`config.mk`:
```
export PLATFORM = sky130hd
export DESIGN_NAME = umi_endpoint
export DESIGN_NICKNAME = d
export VERILOG_FILES = /design/src/logic/mem_pkg.sv /design/src/logic/umi_pkg.sv /design/src/logic/umi_atomic_alu.sv /design/src/logic/umi_csr.sv /design/src/logic/umi_decode.sv /design/src/logic/umi_endpoint.sv /design/src/logic/umi_mem_ctrl.sv
export SDC_FILE = /design/constraint.sdc
export NUM_CORES = 2
export LEC_CHECK = 0
export ABC_CLOCK_PERIOD_IN_PS = 9000
export BUFFER_PORTS_ARGS = -buffer_cell sky130_fd_sc_hd__clkbuf_2
export CAP_MARGIN = 20
export CELL_PAD_IN_SITES_DETAIL_PLACEMENT = 1
export CELL_PAD_IN_SITES_GLOBAL_PLACEMENT = 1
export CORE_MARGIN = 2
export CORE_UTILIZATION = 45
export CTS_CLUSTER_SIZE = 28
export DETAILED_ROUTE_END_ITERATION = 12
export HOLD_SLACK_MARGIN = 0.12
export PLACE_DENSITY = 0.74
export SLEW_MARGIN = 20
export SYNTH_ARGS = -nofsm -noshare
export SYNTH_HDL_FRONTEND = slang
export SYNTH_SLANG_ARGS = --single-unit
```
`constraint.sdc`:
```
create_clock -name clk -period 9 [get_ports clk]
set_input_delay 1.35 -clock clk [delete_from_list [all_inputs] [get_ports clk]]
set_output_delay 1.35 -clock clk [all_outputs]
set_load 0.01 [all_outputs]
```
`src/logic/mem_pkg.sv`:
```
package mem_pkg;

   // memory geometry
   localparam int unsigned MEM_AW    = 6;          // word address
   localparam int unsigned MEM_DEPTH = 2**MEM_AW;  // 64 words

   // register map
   localparam int unsigned CSR_AW = 2;
   localparam logic [CSR_AW-1:0] CSR_CTRL    = 2'd0; // control word
   localparam logic [CSR_AW-1:0] CSR_REQ_CNT = 2'd1; // accepted requests
   localparam logic [CSR_AW-1:0] CSR_INV_CNT = 2'd2; // invalid commands

   // control word fields
   localparam int unsigned CTRL_EN_BIT = 0;    // service enable
   localparam logic        CTRL_EN_RST = 1'b1; // enabled out of reset

endpackage

```
`src/logic/umi_pkg.sv`:
```
package umi_pkg;

   localparam int unsigned UMI_DW = 32; // one data word
   localparam int unsigned UMI_CW = 8;  // one command word

   // basic request and response opcodes
   localparam logic [UMI_CW-1:0] INVALID        = 8'h00;
   localparam logic [UMI_CW-1:0] READ_REQUEST   = 8'h01;
   localparam logic [UMI_CW-1:0] READ_RESPONSE  = 8'h02;
   localparam logic [UMI_CW-1:0] WRITE_POSTED   = 8'h03;
   localparam logic [UMI_CW-1:0] WRITE_SIGNAL   = 8'h05; // write with eot signal
   localparam logic [UMI_CW-1:0] WRITE_ACK      = 8'h07; // acked write
   localparam logic [UMI_CW-1:0] WRITE_STREAM   = 8'h09;
   localparam logic [UMI_CW-1:0] WRITE_RESPONSE = 8'h0B;

   // low nibble common to every atomic
   localparam logic [3:0] ATOMIC = 4'h4;

   // atomics, high nibble picks the operation
   localparam logic [UMI_CW-1:0] ATOMIC_SWAP = 8'h04;
   localparam logic [UMI_CW-1:0] ATOMIC_ADD  = 8'h14;
   localparam logic [UMI_CW-1:0] ATOMIC_AND  = 8'h24;
   localparam logic [UMI_CW-1:0] ATOMIC_OR   = 8'h34;
   localparam logic [UMI_CW-1:0] ATOMIC_XOR  = 8'h44;
   localparam logic [UMI_CW-1:0] ATOMIC_MAX  = 8'h54; // signed
   localparam logic [UMI_CW-1:0] ATOMIC_MIN  = 8'h64; // signed
   localparam logic [UMI_CW-1:0] ATOMIC_MAXU = 8'h74;
   localparam logic [UMI_CW-1:0] ATOMIC_MINU = 8'h84;

endpackage

```
`src/logic/umi_atomic_alu.sv`:
```
`timescale 1ns/1ps

module umi_atomic_alu (
   input  logic                       cmd_atomic_swap,
   input  logic                       cmd_atomic_add,
   input  logic                       cmd_atomic_and,
   input  logic                       cmd_atomic_or,
   input  logic                       cmd_atomic_xor,
   input  logic                       cmd_atomic_max,
   input  logic                       cmd_atomic_min,
   input  logic                       cmd_atomic_maxu,
   input  logic                       cmd_atomic_minu,
   input  logic [umi_pkg::UMI_DW-1:0] old_data, // word currently in memory
   input  logic [umi_pkg::UMI_DW-1:0] operand,  // request data
   output logic [umi_pkg::UMI_DW-1:0] new_data  // word to store back
);

   logic old_gt_s; // signed old > operand
   logic old_gt_u; // unsigned old > operand

   assign old_gt_s = ($signed(old_data) > $signed(operand));
   assign old_gt_u = (old_data > operand);

   // at most one strobe is high, decoder compares full opcode
   always_comb begin
      new_data = old_data; // no atomic, word unchanged
      if (cmd_atomic_swap) begin
         new_data = operand;
      end else if (cmd_atomic_add) begin
         new_data = old_data + operand; // wraps
      end else if (cmd_atomic_and) begin
         new_data = old_data & operand;
      end else if (cmd_atomic_or) begin
         new_data = old_data | operand;
      end else if (cmd_atomic_xor) begin
         new_data = old_data ^ operand;
      end else if (cmd_atomic_max) begin
         new_data = old_gt_s ? old_data : operand;
      end else if (cmd_atomic_min) begin
         new_data = old_gt_s ? operand : old_data;
      end else if (cmd_atomic_maxu) begin
         new_data = old_gt_u ? old_data : operand;
      end else if (cmd_atomic_minu) begin
         new_data = old_gt_u ? operand : old_data;
      end
   end

endmodule

```
`src/logic/umi_csr.sv`:
```
`timescale 1ns/1ps

module umi_csr (
   input  logic                       clk,
   input  logic                       rst,
   input  logic                       csr_write,
   input  logic                       csr_read,
   input  logic [mem_pkg::CSR_AW-1:0] csr_addr,
   input  logic [umi_pkg::UMI_DW-1:0] csr_wdata,
   output logic [umi_pkg::UMI_DW-1:0] csr_rdata, // valid cycle after csr_read
   input  logic                       req_accept,  // from memory controller
   input  logic                       cmd_invalid, // from decoder
   output logic                       enable       // gates request service
);
   import umi_pkg::*;
   import mem_pkg::*;

   logic [UMI_DW-1:0] req_cnt;   // accepted requests, invalid ones too
   logic [UMI_DW-1:0] inv_cnt;   // accepted invalid commands
   logic [UMI_DW-1:0] ctrl_word; // control register as read back
   logic              wr_ctrl;
   logic              wr_req;
   logic              wr_inv;

   assign wr_ctrl = csr_write & (csr_addr == CSR_CTRL);
   assign wr_req  = csr_write & (csr_addr == CSR_REQ_CNT);
   assign wr_inv  = csr_write & (csr_addr == CSR_INV_CNT);

   always_comb begin
      ctrl_word              = '0;
      ctrl_word[CTRL_EN_BIT] = enable;
   end

   always_ff @(posedge clk) begin
      if (rst) begin
         enable  <= CTRL_EN_RST;
         req_cnt <= '0;
         inv_cnt <= '0;
      end else begin
         if (wr_ctrl) begin
            enable <= csr_wdata[CTRL_EN_BIT];
         end
         if (wr_req) begin
            req_cnt <= '0; // any write value clears
         end else if (req_accept) begin
            req_cnt <= req_cnt + 1'b1; // wraps, no saturation
         end
         if (wr_inv) begin
            inv_cnt <= '0;
         end else if (req_accept && cmd_invalid) begin
            inv_cnt <= inv_cnt + 1'b1;
         end
      end
   end

   // registered read port
   always_ff @(posedge clk) begin
      if (csr_read) begin
         case (csr_addr)
            CSR_CTRL:    csr_rdata <= ctrl_word;
            CSR_REQ_CNT: csr_rdata <= req_cnt;
            CSR_INV_CNT: csr_rdata <= inv_cnt;
            default:     csr_rdata <= '0; // unmapped
         endcase
      end
   end

endmodule

```
`src/logic/umi_decode.sv`:
```
`timescale 1ns/1ps

module umi_decode (
   input  logic [umi_pkg::UMI_CW-1:0] command, // request command
   input  logic                       write,   // protocol parity only, not decoded
   output logic                       cmd_invalid,        // unknown or INVALID
   output logic                       cmd_read_request,
   output logic                       cmd_write_posted,
   output logic                       cmd_write_signal,   // write with eot
   output logic                       cmd_write_ack,      // write wanting a response
   output logic                       cmd_write_stream,
   output logic                       cmd_write_response,
   output logic                       cmd_atomic,         // any read-modify-write
   output logic                       cmd_atomic_swap,
   output logic                       cmd_atomic_add,
   output logic                       cmd_atomic_and,
   output logic                       cmd_atomic_or,
   output logic                       cmd_atomic_xor,
   output logic                       cmd_atomic_max,
   output logic                       cmd_atomic_min,
   output logic                       cmd_atomic_maxu,
   output logic                       cmd_atomic_minu
);
   import umi_pkg::*;

   logic cmd_known; // matches some defined opcode

   assign cmd_read_request   = (command == READ_REQUEST);
   assign cmd_atomic         = (command[3:0] == ATOMIC); // low nibble only

   // writes
   assign cmd_write_posted   = (command == WRITE_POSTED);
   assign cmd_write_signal   = (command == WRITE_SIGNAL);
   assign cmd_write_ack      = (command == WRITE_ACK);
   assign cmd_write_stream   = (command == WRITE_STREAM);
   assign cmd_write_response = (command == WRITE_RESPONSE);

   // atomics, full compare
   assign cmd_atomic_swap    = (command == ATOMIC_SWAP);
   assign cmd_atomic_add     = (command == ATOMIC_ADD);
   assign cmd_atomic_and     = (command == ATOMIC_AND);
   assign cmd_atomic_or      = (command == ATOMIC_OR);
   assign cmd_atomic_xor     = (command == ATOMIC_XOR);
   assign cmd_atomic_max     = (command == ATOMIC_MAX);
   assign cmd_atomic_min     = (command == ATOMIC_MIN);
   assign cmd_atomic_maxu    = (command == ATOMIC_MAXU);
   assign cmd_atomic_minu    = (command == ATOMIC_MINU);

   // READ_RESPONSE is a legal opcode, just nothing to do for it here
   assign cmd_known = cmd_read_request | (command == READ_RESPONSE)
                    | cmd_write_posted | cmd_write_signal | cmd_write_ack
                    | cmd_write_stream | cmd_write_response
                    | cmd_atomic_swap | cmd_atomic_add | cmd_atomic_and
                    | cmd_atomic_or | cmd_atomic_xor | cmd_atomic_max
                    | cmd_atomic_min | cmd_atomic_maxu | cmd_atomic_minu;

   assign cmd_invalid = (command == INVALID) | ~cmd_known; // e.g. 0xA4 lands here

endmodule

```
`src/logic/umi_endpoint.sv`:
```
`timescale 1ns/1ps

module umi_endpoint (
   input  logic                       clk,
   input  logic                       rst,
   // request port
   input  logic                       req_valid,
   input  logic [umi_pkg::UMI_CW-1:0] req_cmd,
   input  logic [mem_pkg::MEM_AW-1:0] req_addr,
   input  logic [umi_pkg::UMI_DW-1:0] req_data,
   // response port
   output logic                       resp_valid,
   output logic [umi_pkg::UMI_CW-1:0] resp_cmd,
   output logic [mem_pkg::MEM_AW-1:0] resp_addr,
   output logic [umi_pkg::UMI_DW-1:0] resp_data,
   // register port
   input  logic                       csr_write,
   input  logic                       csr_read,
   input  logic [mem_pkg::CSR_AW-1:0] csr_addr,
   input  logic [umi_pkg::UMI_DW-1:0] csr_wdata,
   output logic [umi_pkg::UMI_DW-1:0] csr_rdata
);
   import umi_pkg::*;

   // decoder outputs
   logic cmd_invalid, cmd_read_request, cmd_write_posted, cmd_write_signal;
   logic cmd_write_ack, cmd_write_stream, cmd_write_response, cmd_atomic;
   logic cmd_atomic_swap, cmd_atomic_add, cmd_atomic_and, cmd_atomic_or;
   logic cmd_atomic_xor, cmd_atomic_max, cmd_atomic_min;
   logic cmd_atomic_maxu, cmd_atomic_minu;
   // controller to alu, stage-1 op
   logic alu_swap, alu_add, alu_and, alu_or, alu_xor;
   logic alu_max, alu_min, alu_maxu, alu_minu;
   logic [UMI_DW-1:0] alu_old;
   logic [UMI_DW-1:0] alu_operand;
   logic [UMI_DW-1:0] alu_new;
   logic              req_accept;
   logic              enable;

   umi_decode umi_decode_inst (
      .command            (req_cmd),
      .write              (1'b0),    // requests carry no separate write bit
      .cmd_invalid        (cmd_invalid),
      .cmd_read_request   (cmd_read_request),
      .cmd_write_posted   (cmd_write_posted),
      .cmd_write_signal   (cmd_write_signal),
      .cmd_write_ack      (cmd_write_ack),
      .cmd_write_stream   (cmd_write_stream),
      .cmd_write_response (cmd_write_response),
      .cmd_atomic         (cmd_atomic),
      .cmd_atomic_swap    (cmd_atomic_swap),
      .cmd_atomic_add     (cmd_atomic_add),
      .cmd_atomic_and     (cmd_atomic_and),
      .cmd_atomic_or      (cmd_atomic_or),
      .cmd_atomic_xor     (cmd_atomic_xor),
      .cmd_atomic_max     (cmd_atomic_max),
      .cmd_atomic_min     (cmd_atomic_min),
      .cmd_atomic_maxu    (cmd_atomic_maxu),
      .cmd_atomic_minu    (cmd_atomic_minu)
   );

   umi_mem_ctrl umi_mem_ctrl_inst (.*); // names line up one to one

   umi_atomic_alu umi_atomic_alu_inst (
      .cmd_atomic_swap (alu_swap),
      .cmd_atomic_add  (alu_add),
      .cmd_atomic_and  (alu_and),
      .cmd_atomic_or   (alu_or),
      .cmd_atomic_xor  (alu_xor),
      .cmd_atomic_max  (alu_max),
      .cmd_atomic_min  (alu_min),
      .cmd_atomic_maxu (alu_maxu),
      .cmd_atomic_minu (alu_minu),
      .old_data        (alu_old),
      .operand         (alu_operand),
      .new_data        (alu_new)
   );

   umi_csr umi_csr_inst (
      .clk         (clk),
      .rst         (rst),
      .csr_write   (csr_write),
      .csr_read    (csr_read),
      .csr_addr    (csr_addr),
      .csr_wdata   (csr_wdata),
      .csr_rdata   (csr_rdata),
      .req_accept  (req_accept),
      .cmd_invalid (cmd_invalid),
      .enable      (enable)
   );

endmodule

```
`src/logic/umi_mem_ctrl.sv`:
```
`timescale 1ns/1ps

module umi_mem_ctrl (
   input  logic                       clk,
   input  logic                       rst,
   // request side
   input  logic                       req_valid,
   input  logic                       enable,     // from csr block
   input  logic [mem_pkg::MEM_AW-1:0] req_addr,
   input  logic [umi_pkg::UMI_DW-1:0] req_data,
   // decode strobes
   input  logic                       cmd_invalid,
   input  logic                       cmd_read_request,
   input  logic                       cmd_write_posted,
   input  logic                       cmd_write_signal,
   input  logic                       cmd_write_ack,
   input  logic                       cmd_write_stream,
   input  logic                       cmd_write_response,
   input  logic                       cmd_atomic,
   input  logic                       cmd_atomic_swap,
   input  logic                       cmd_atomic_add,
   input  logic                       cmd_atomic_and,
   input  logic                       cmd_atomic_or,
   input  logic                       cmd_atomic_xor,
   input  logic                       cmd_atomic_max,
   input  logic                       cmd_atomic_min,
   input  logic                       cmd_atomic_maxu,
   input  logic                       cmd_atomic_minu,
   // alu side, stage-1 operation
   output logic                       alu_swap,
   output logic                       alu_add,
   output logic                       alu_and,
   output logic                       alu_or,
   output logic                       alu_xor,
   output logic                       alu_max,
   output logic                       alu_min,
   output logic                       alu_maxu,
   output logic                       alu_minu,
   output logic [umi_pkg::UMI_DW-1:0] alu_old,
   output logic [umi_pkg::UMI_DW-1:0] alu_operand,
   input  logic [umi_pkg::UMI_DW-1:0] alu_new,
   output logic                       req_accept, // request taken this cycle
   // response side
   output logic                       resp_valid,
   output logic [umi_pkg::UMI_CW-1:0] resp_cmd,
   output logic [mem_pkg::MEM_AW-1:0] resp_addr,
   output logic [umi_pkg::UMI_DW-1:0] resp_data
);
   import umi_pkg::*;
   import mem_pkg::*;

   logic [UMI_DW-1:0] mem [MEM_DEPTH]; // word array

   // stage 1, request plus memory word
   logic              s1_valid;
   logic              s1_read;   // read request
   logic              s1_write;  // any of the five writes
   logic              s1_ack;    // write wants WRITE_RESPONSE
   logic              s1_atomic; // read-modify-write
   logic [8:0]        s1_amo;    // one-hot atomic kind
   logic [MEM_AW-1:0] s1_addr;
   logic [UMI_DW-1:0] s1_data;
   logic [UMI_DW-1:0] s1_rdata;  // old word, forwarded if needed

   logic              wr_en;     // stage-2 memory write
   logic [UMI_DW-1:0] wr_data;
   logic              fwd_hit;   // new read hits the word being written

   assign req_accept = req_valid & enable;

   assign wr_en   = s1_valid & (s1_write | s1_atomic);
   assign wr_data = s1_atomic ? alu_new : s1_data;
   assign fwd_hit = wr_en & (s1_addr == req_addr);

   always_ff @(posedge clk) begin
      if (rst) begin
         s1_valid <= 1'b0;
      end else begin
         s1_valid <= req_accept;
      end
      s1_read   <= cmd_read_request;
      s1_write  <= cmd_write_posted | cmd_write_signal | cmd_write_ack
                 | cmd_write_stream | cmd_write_response;
      s1_ack    <= cmd_write_ack;
      s1_atomic <= cmd_atomic & ~cmd_invalid; // 0xA4 style codes are not atomics
      s1_amo    <= {cmd_atomic_minu, cmd_atomic_maxu, cmd_atomic_min, cmd_atomic_max,
                    cmd_atomic_xor, cmd_atomic_or, cmd_atomic_and, cmd_atomic_add,
                    cmd_atomic_swap};
      s1_addr   <= req_addr;
      s1_data   <= req_data;
      s1_rdata  <= fwd_hit ? wr_data : mem[req_addr]; // back-to-back same address
   end

   always_ff @(posedge clk) begin
      if (rst) begin
         for (int i = 0; i < MEM_DEPTH; i++) begin
            mem[i] <= '0; // memory comes out of reset cleared
         end
      end else if (wr_en) begin
         mem[s1_addr] <= wr_data;
      end
   end

   assign {alu_minu, alu_maxu, alu_min, alu_max, alu_xor, alu_or, alu_and, alu_add,
           alu_swap} = s1_amo;
   assign alu_old     = s1_rdata;
   assign alu_operand = s1_data;

   // stage 2, response register
   always_ff @(posedge clk) begin
      if (rst) begin
         resp_valid <= 1'b0;
      end else begin
         resp_valid <= s1_valid & (s1_read | s1_atomic | s1_ack);
      end
      resp_cmd  <= s1_ack ? WRITE_RESPONSE : READ_RESPONSE;
      resp_addr <= s1_addr;
      resp_data <= s1_ack ? '0 : s1_rdata; // atomics return old word
   end

endmodule

```
**Yosys cells after proc, flatten, opt, wreduce, memory -nomap -nowiden**

Memories as Yosys holds them, arrays and structs flattened.
Index checks and enable logic that the tools add are counted.

- Bits in writable memories: 2,048
- Memory bits (read-only): 0
- Bits in registers: 228
- Bits of input ports: 85
- Bits in latches: 0
- Word-level logic and storage cells: 110
- Output and inout bits: 79
- Memories: 1

Memories:

| name | words | bits a word | rd ports | clocked after Yosys merged registers in | wr ports | line | text |
|---|---|---|---|---|---|---|---|
| umi_mem_ctrl_inst.mem | 64 | 32 | 1 | 0 | 64 | umi_mem_ctrl.sv:52 | `logic [UMI_DW-1:0] mem [MEM_DEPTH];` |

- Eq/ne operators: 20
- Shift-type cells: 0
- Mux-type cells: 25
- Reductions and logical operators: 6
- Order comparisons: 2
- $add $sub $neg: 3
- Div/mod/pow operators: 0
- Multipliers: 0
- Bitwise operators: 36

Operators by type and width:

| operator | count |
|---|---|
| two-way mux 32 bit | 16 |
| case mux 32 bit (3 select lines) | 1 |
| adder 32 x 1 -> 32 bit (second input constant) | 2 |
| > comparator 32 bit | 2 |
| adder 32 bit | 1 |
| bitwise AND 32 bit | 1 |
| equality test 8 x 7 -> 1 bit (second input constant) | 4 |
| bitwise OR 32 bit | 1 |
| OR reduction 32 bit | 1 |
| bitwise XOR 32 bit | 1 |
| equality test 8 x 3 -> 1 bit (second input constant) | 3 |
| bitwise OR 1 bit | 23 |
| equality test 8 x 2 -> 1 bit (second input constant) | 2 |
| equality test 8 x 4 -> 1 bit (second input constant) | 2 |
| equality test 8 x 6 -> 1 bit (second input constant) | 2 |
| bitwise AND 1 bit | 8 |
| equality test 8 x 1 -> 1 bit (second input constant) | 1 |
| equality test 8 x 5 -> 1 bit (second input constant) | 1 |
| equality test 8 bit (second input constant) | 1 |
| logical NOT 8 bit | 1 |
| equality test 6 bit | 1 |
| two-way mux 1 bit | 6 |
| two-way mux 6 bit | 1 |
| equality test 4 x 3 -> 1 bit (second input constant) | 1 |
| other kinds (7) | 9 |

**Depth between registers and ports, before layout**

- Word-level depth: 20
- Mapped depth: 18
- Gate-level depth less buffers: 13

**Cells and area by module**

From an unflattened synthesis, not the netlist that was laid out.

- Cells, all modules: 7,776
- Area total of the unflattened synthesis: 101,563.7 sq um

By module, submodules not included:

| module | area each (sq um) | sequential area each (sq um) | instances | cells each |
|---|---|---|---|---|
| umi_mem_ctrl | 91,491.5 | 63,981.4 | 1 | 6,492 |
| umi_atomic_alu | 5,436.5 | 0.0 | 1 | 807 |
| umi_csr | 4,424.2 | 2,262.2 | 1 | 444 |
| umi_decode | 207.7 | 0.0 | 1 | 32 |
| umi_endpoint | 3.8 | 0.0 | 1 | 1 |

**Worst setup path before layout**

OpenSTA, ideal clock, no wires.

- Path kind: input to register
- Start: input req_addr[0] in the netlist's numbering
- End: register umi_mem_ctrl_inst.s1_rdata[26], in the netlist umi_mem_ctrl_inst.alu_old[26]
- Path slack: 4,550 ps
- Data arrival time: 4,320 ps
- Stages: 10
- Buffers on the path: 4
- Required time: 8,870 ps
- Setup time: 130 ps
- Path through: clkbuf_1 clkbuf_1 buf_1 buf_1 mux4_2 mux4_2 mux2i_1 nand2_1 o211ai_1 o21ai_0

- Longest elaborated chain between the ends: 3
- Elaborated cells between the ends (all ways): 4
- Classes of those cells: 1 x eq/ne; 1 x mux; 1 x bitwise; 1 x memory

Ends and longest elaborated chain:

| element | line | text |
|---|---|---|
| from (decl) | umi_endpoint.sv:9 | `input logic [mem_pkg::MEM_AW-1:0] req_addr,` |
| branches (longest 2 deep; another with memory read (64 x 32 bit)) | -- |  |
| two-way mux 32 bit * | umi_mem_ctrl.sv:91 | `s1_rdata <= fwd_hit ? wr_data : mem[req_addr];` |
| to (signal assigned) | umi_mem_ctrl.sv:91 |  |
| to (decl) | umi_mem_ctrl.sv:63 | `logic [UMI_DW-1:0] s1_rdata;` |

Every way passes the cells marked *.
A chain may end at the register's enable or synchronous reset.

**Worst setup path in the final report**

- Start: register umi_mem_ctrl_inst.s1_data[28], in the netlist umi_mem_ctrl_inst.alu_operand[28]
- End: register umi_mem_ctrl_inst.s1_rdata[21], in the netlist umi_mem_ctrl_inst.alu_old[21]

- Longest elaborated chain between the ends: 13
- Elaborated cells between the ends (all ways): 17
- Classes of those cells: 2 x order compare; 15 x mux

Ends and longest elaborated chain:

| element | line | text |
|---|---|---|
| from (decl) | umi_mem_ctrl.sv:62 | `logic [UMI_DW-1:0] s1_data;` |
| from (signal assigned) | umi_mem_ctrl.sv:90 | `s1_data <= req_data;` |
| > comparator 32 bit | umi_atomic_alu.sv:22 | `assign old_gt_u = (old_data > operand);` |
| two-way mux 32 bit | umi_atomic_alu.sv:44 | `new_data = old_gt_u ? operand : old_data;` |
| two-way mux 32 bit | umi_atomic_alu.sv:43 | `end else if (cmd_atomic_minu) begin` |
| two-way mux 32 bit | umi_atomic_alu.sv:41 | `end else if (cmd_atomic_maxu) begin` |
| two-way mux 32 bit | umi_atomic_alu.sv:39 | `end else if (cmd_atomic_min) begin` |
| two-way mux 32 bit * | umi_atomic_alu.sv:37 | `end else if (cmd_atomic_max) begin` |
| two-way mux 32 bit * | umi_atomic_alu.sv:35 | `end else if (cmd_atomic_xor) begin` |
| two-way mux 32 bit * | umi_atomic_alu.sv:33 | `end else if (cmd_atomic_or) begin` |
| two-way mux 32 bit * | umi_atomic_alu.sv:31 | `end else if (cmd_atomic_and) begin` |
| two-way mux 32 bit * | umi_atomic_alu.sv:29 | `end else if (cmd_atomic_add) begin` |
| two-way mux 32 bit * | umi_atomic_alu.sv:27 | `if (cmd_atomic_swap) begin` |
| two-way mux 32 bit * | umi_mem_ctrl.sv:72 | `assign wr_data = s1_atomic ? alu_new : s1_data;` |
| two-way mux 32 bit * | umi_mem_ctrl.sv:91 |  |

Every way passes the cells marked *; elsewhere a longest branch is shown, timed or not.

==> results.toml <==
[floorplan]
fp.dieW_um = 477
fp-row-count = 173
top_level_ports = 164
coreArea_um2 = 223000
fp.dieArea_um2 = 228000
initial_utilization = 0.453
die_h_um = 477

[sta]
rsz0062_at_grt = "no"
fin_crit_ps = 6470
tns_ps = 0
max_slew_margin = 0.200
setup_slack_ps = 2530
clock.fmax_ghz = 0.155
tightest_slew_ps = 1170
finalSetupViolations = 0
slew_violations = 0
skew_ps = 77.2
hold_violations = 0
min_period_over_period = 0.719

[status]
status = "finished, final reports clean"

[power_and_ir_drop]
internal-power_w = 0.0178
combPwrFrac = 0.094
power_switching_w = 0.00579
p_per_area_nw_per_um2 = 212
power_frac_clock = 0.396
vdd_drop_max_mv = 0.187
swShare = 0.246
pwr-share-seq = 0.510
p_leak_nw = 40.3

[place]
gp_congestion = 0.875
hpwlAfterDp_um = 188000
dp_slack_ps = 2700
place_inst = 9654
port_buffers = 126

[synthesis]
synth_common_cells = "2116 x nor2_1, 2080 x edfxtp_1, 664 x mux4_2, 390 x clkbuf_1, 189 x dfxtp_1"
yosys_warnings = 0
synth_top_area_frac = 0.620
yosysUniqueCellTypes = 84
syn-cell-area_um2 = 101000
ys_top_cells_by_area = "edfxtp_1 62%, mux4_2 15%, nor2_1 7.9%, dfxtp_1 3.8%, clkbuf_1 1.5%"
ys.flop_type = "edfxtp_1"
ys_async_sr_fraction = 0
syn_avg_cell_area_um2 = 14.3
syn_inst = 7039
synth_area_leader_cell = "edfxtp_1"
synth_edf_count = 2080
seq_area_frac_synth = 0.657
synth.most_common_cell = "nor2_1"
ys_ff_latch = 2269

[hold_path]
holdPathEnd = "umi_csr_inst.req_cnt[1]"
min_from = "umi_csr_inst.req_cnt[1]"
worstHoldPathType = "flip-flop to flip-flop"
worstHoldPathCells = 2

[clock_network]
clk_latency_ps = 910
cts_buffer_depth = 3
cts_root_buf = "clkbuf_16"
path_clk_slew_ps = 70
post_cts_resized = 0
cts_setup_buffers = 0
cts_sinks = 2269
htreeDepth = 4
cts_buffers = 224
cts_tree = "done"
hold_buffers = 0

[setup_path]
worstReg2RegStart = "umi_mem_ctrl_inst.alu_operand[28]"
cp.buffers_inverters = 2
endpoint_kind = "flip-flop"
path_cells = "inv_1 -> ha_1 -> nor4_1 -> nand2_1 -> a311oi_1 -> or4_1 -> o211a_1 -> mux2i_4 -> nand2_2 -> o21ai_0 -> a21o_2 -> buf_4 -> o21ai_0"
r2r-end = "umi_mem_ctrl_inst.alu_old[21]"
cp_max_fo = 33
start_kind = "flip-flop"
worstSetupPathType = "flip-flop to flip-flop"
arrival_ps = 7130
crit_top_cell = "o21ai_0"
slowest_delay_ps = 760
cpLargestDelayFamily = "compound AO/OA/AOI/OAI gates"
reg2reg_slack_ps = 2530
rr_worst_depth = 13
cp_num_cells = 13
slowest_stage = "a21o_2"
worstPathRequired_ps = 9660

[routing]
drt-vias-per-instance = 6.31
drc = 0
totalWireLength_um = 324000
first_iter_violations = 8524
dr.pass1.iters = 7
vias = 63600
wire_per_inst_um = 32.1
ant_nets = 0

[global_routing]
grt.overflow.total = 0
grt_usage = 0.282
grt_start_max_net_pins = 143
grt_pass1_vias = 66300
grt_pass1_wl_um = 465000
grt_antenna_before_repair = 21

[layout]
fill_cells = 21600
finalNonFillerCells = 10100
area_growth_pct = 10.4
fin_nets = 7090
drive_above_1_share = 0.201

[flow_run]
cap_violations = 0
placed cells by master, fill, tap and decap left out, types with 19 or more instances in the layout:
cell type  instances
clkbuf_2         121
inv_1             91
nor3_1           139
or3_1             24
ha_1              98
buf_4            183
clkbuf_1          62
xor2_1            44
dfxtp_1          186
nor2_1          2116
nor4_1            19
nand2b_2          48
edfxtp_1        2080
o211ai_1          22
a21oi_1           96
a211oi_1          31
and3_1            27
clkinv_2          41
xnor2_1           29
clkbuf_16        227
clkinv_1          44
nand3_1           37
nand2_1          182
o21ai_0          112
mux4_2           664
a22o_1            31
stage by stage:
step | util | area [µm²] | total power, W | hold slack, ps
3_3_place_gp | 0.467 | 104000 | 0.0143 | 452
4_1_cts | 0.500 | 111000 | 0.0236 | 501
6_report | 0.500 | 111000 | 0.0236 | 499
3_5_place_dp | 0.467 | 104000 | 0.0144 | 460
2_1_floorplan | - | 101000 | 0.0135 | 329
5_1_grt | 0.500 | 111000 | 0.0241 | 535
per-layer routing:
layer | global-route usage | wire length (µm)
met1 | 0.362 | 119000
met2 | 0.462 | 156000
met3 | 0.0510 | 31100
met4 | 0.138 | 17300
met5 | 0 | 47
layout make-up:
| class | instances | area, µm² | area share |
|---|---|---|---|
| sequential | 2269 | 66200 | 0.595 |
| timing repair buffer | 319 | 2270 | 0.0204 |
| inverter | 93 | 349 | 0.00314 |
| tap | 2975 | 3720 | 0.0334 |
| multi-input combinational | 3999 | 31500 | 0.283 |
| antenna | 8 | 20.0 | 0.000180 |
| clock inverter | 113 | 1040 | 0.00939 |
| clock buffer | 307 | 6160 | 0.0554 |
power groups by stage:
stage	sequential (W)	clock, W	combinational [W]
5_1_grt	0.0121	0.00975	0.00231
4_1_cts	0.0120	0.00940	0.00219
6_report	0.0120	0.00933	0.00222
3_5_place_dp	0.0122	0	0.00218
3_3_place_gp	0.0122	0	0.00213
2_1_floorplan	0.0122	0	0.00135
registers in the layout, summed over array words and instances, names as in the netlist, 6 cells and up:
signal                         count
umi_csr_inst.inv_cnt              32
umi_mem_ctrl_inst.resp_data       32
umi_mem_ctrl_inst.s1_addr          6
umi_mem_ctrl_inst.s1_amo           9
umi_mem_ctrl_inst.alu_old         32
umi_mem_ctrl_inst.alu_operand     32
umi_csr_inst.csr_rdata            32
umi_mem_ctrl_inst.mem           2048
umi_mem_ctrl_inst.resp_addr        6
umi_csr_inst.req_cnt              32
how the worst max path moves through the flow:
| stage | from | end | slack (ps) |
|---|---|---|---|
| after floorplan | req_addr[0] | umi_mem_ctrl_inst.alu_old[26] | 4550 |
| after global placement | umi_mem_ctrl_inst.alu_operand[28] | umi_mem_ctrl_inst.mem[35][16] | 2570 |
| after detailed placement | umi_mem_ctrl_inst.alu_operand[28] | umi_mem_ctrl_inst.mem[38][9] | 2700 |
| after CTS | umi_mem_ctrl_inst.alu_operand[28] | umi_mem_ctrl_inst.alu_old[21] | 2600 |
| after global routing | umi_mem_ctrl_inst.alu_operand[28] | umi_mem_ctrl_inst.alu_old[21] | 2250 |
| final | umi_mem_ctrl_inst.alu_operand[28] | umi_mem_ctrl_inst.alu_old[21] | 2530 |
worst min-delay path, delay by kind of cell (launching register included):
kind               cells  cell delay (ps)
AOI/OAI and AO/OA      1               60
DFF                    1              330
and+or+nand+nor        1               60
logic make-up after synthesis:
logic type	Yosys count	share of synthesized area
and+or+nand+nor	2707	0.109
DFF	2269	0.657
buffers and inverters	775	0.0358
muxes	691	0.151
AOI/OAI and AO/OA	423	0.0277
adders and majority gates	99	0.0124
xor gates and xnor gates	73	0.00634
other	2	0.0000745
No activity file was read; power rests on OpenSTA's default activity.
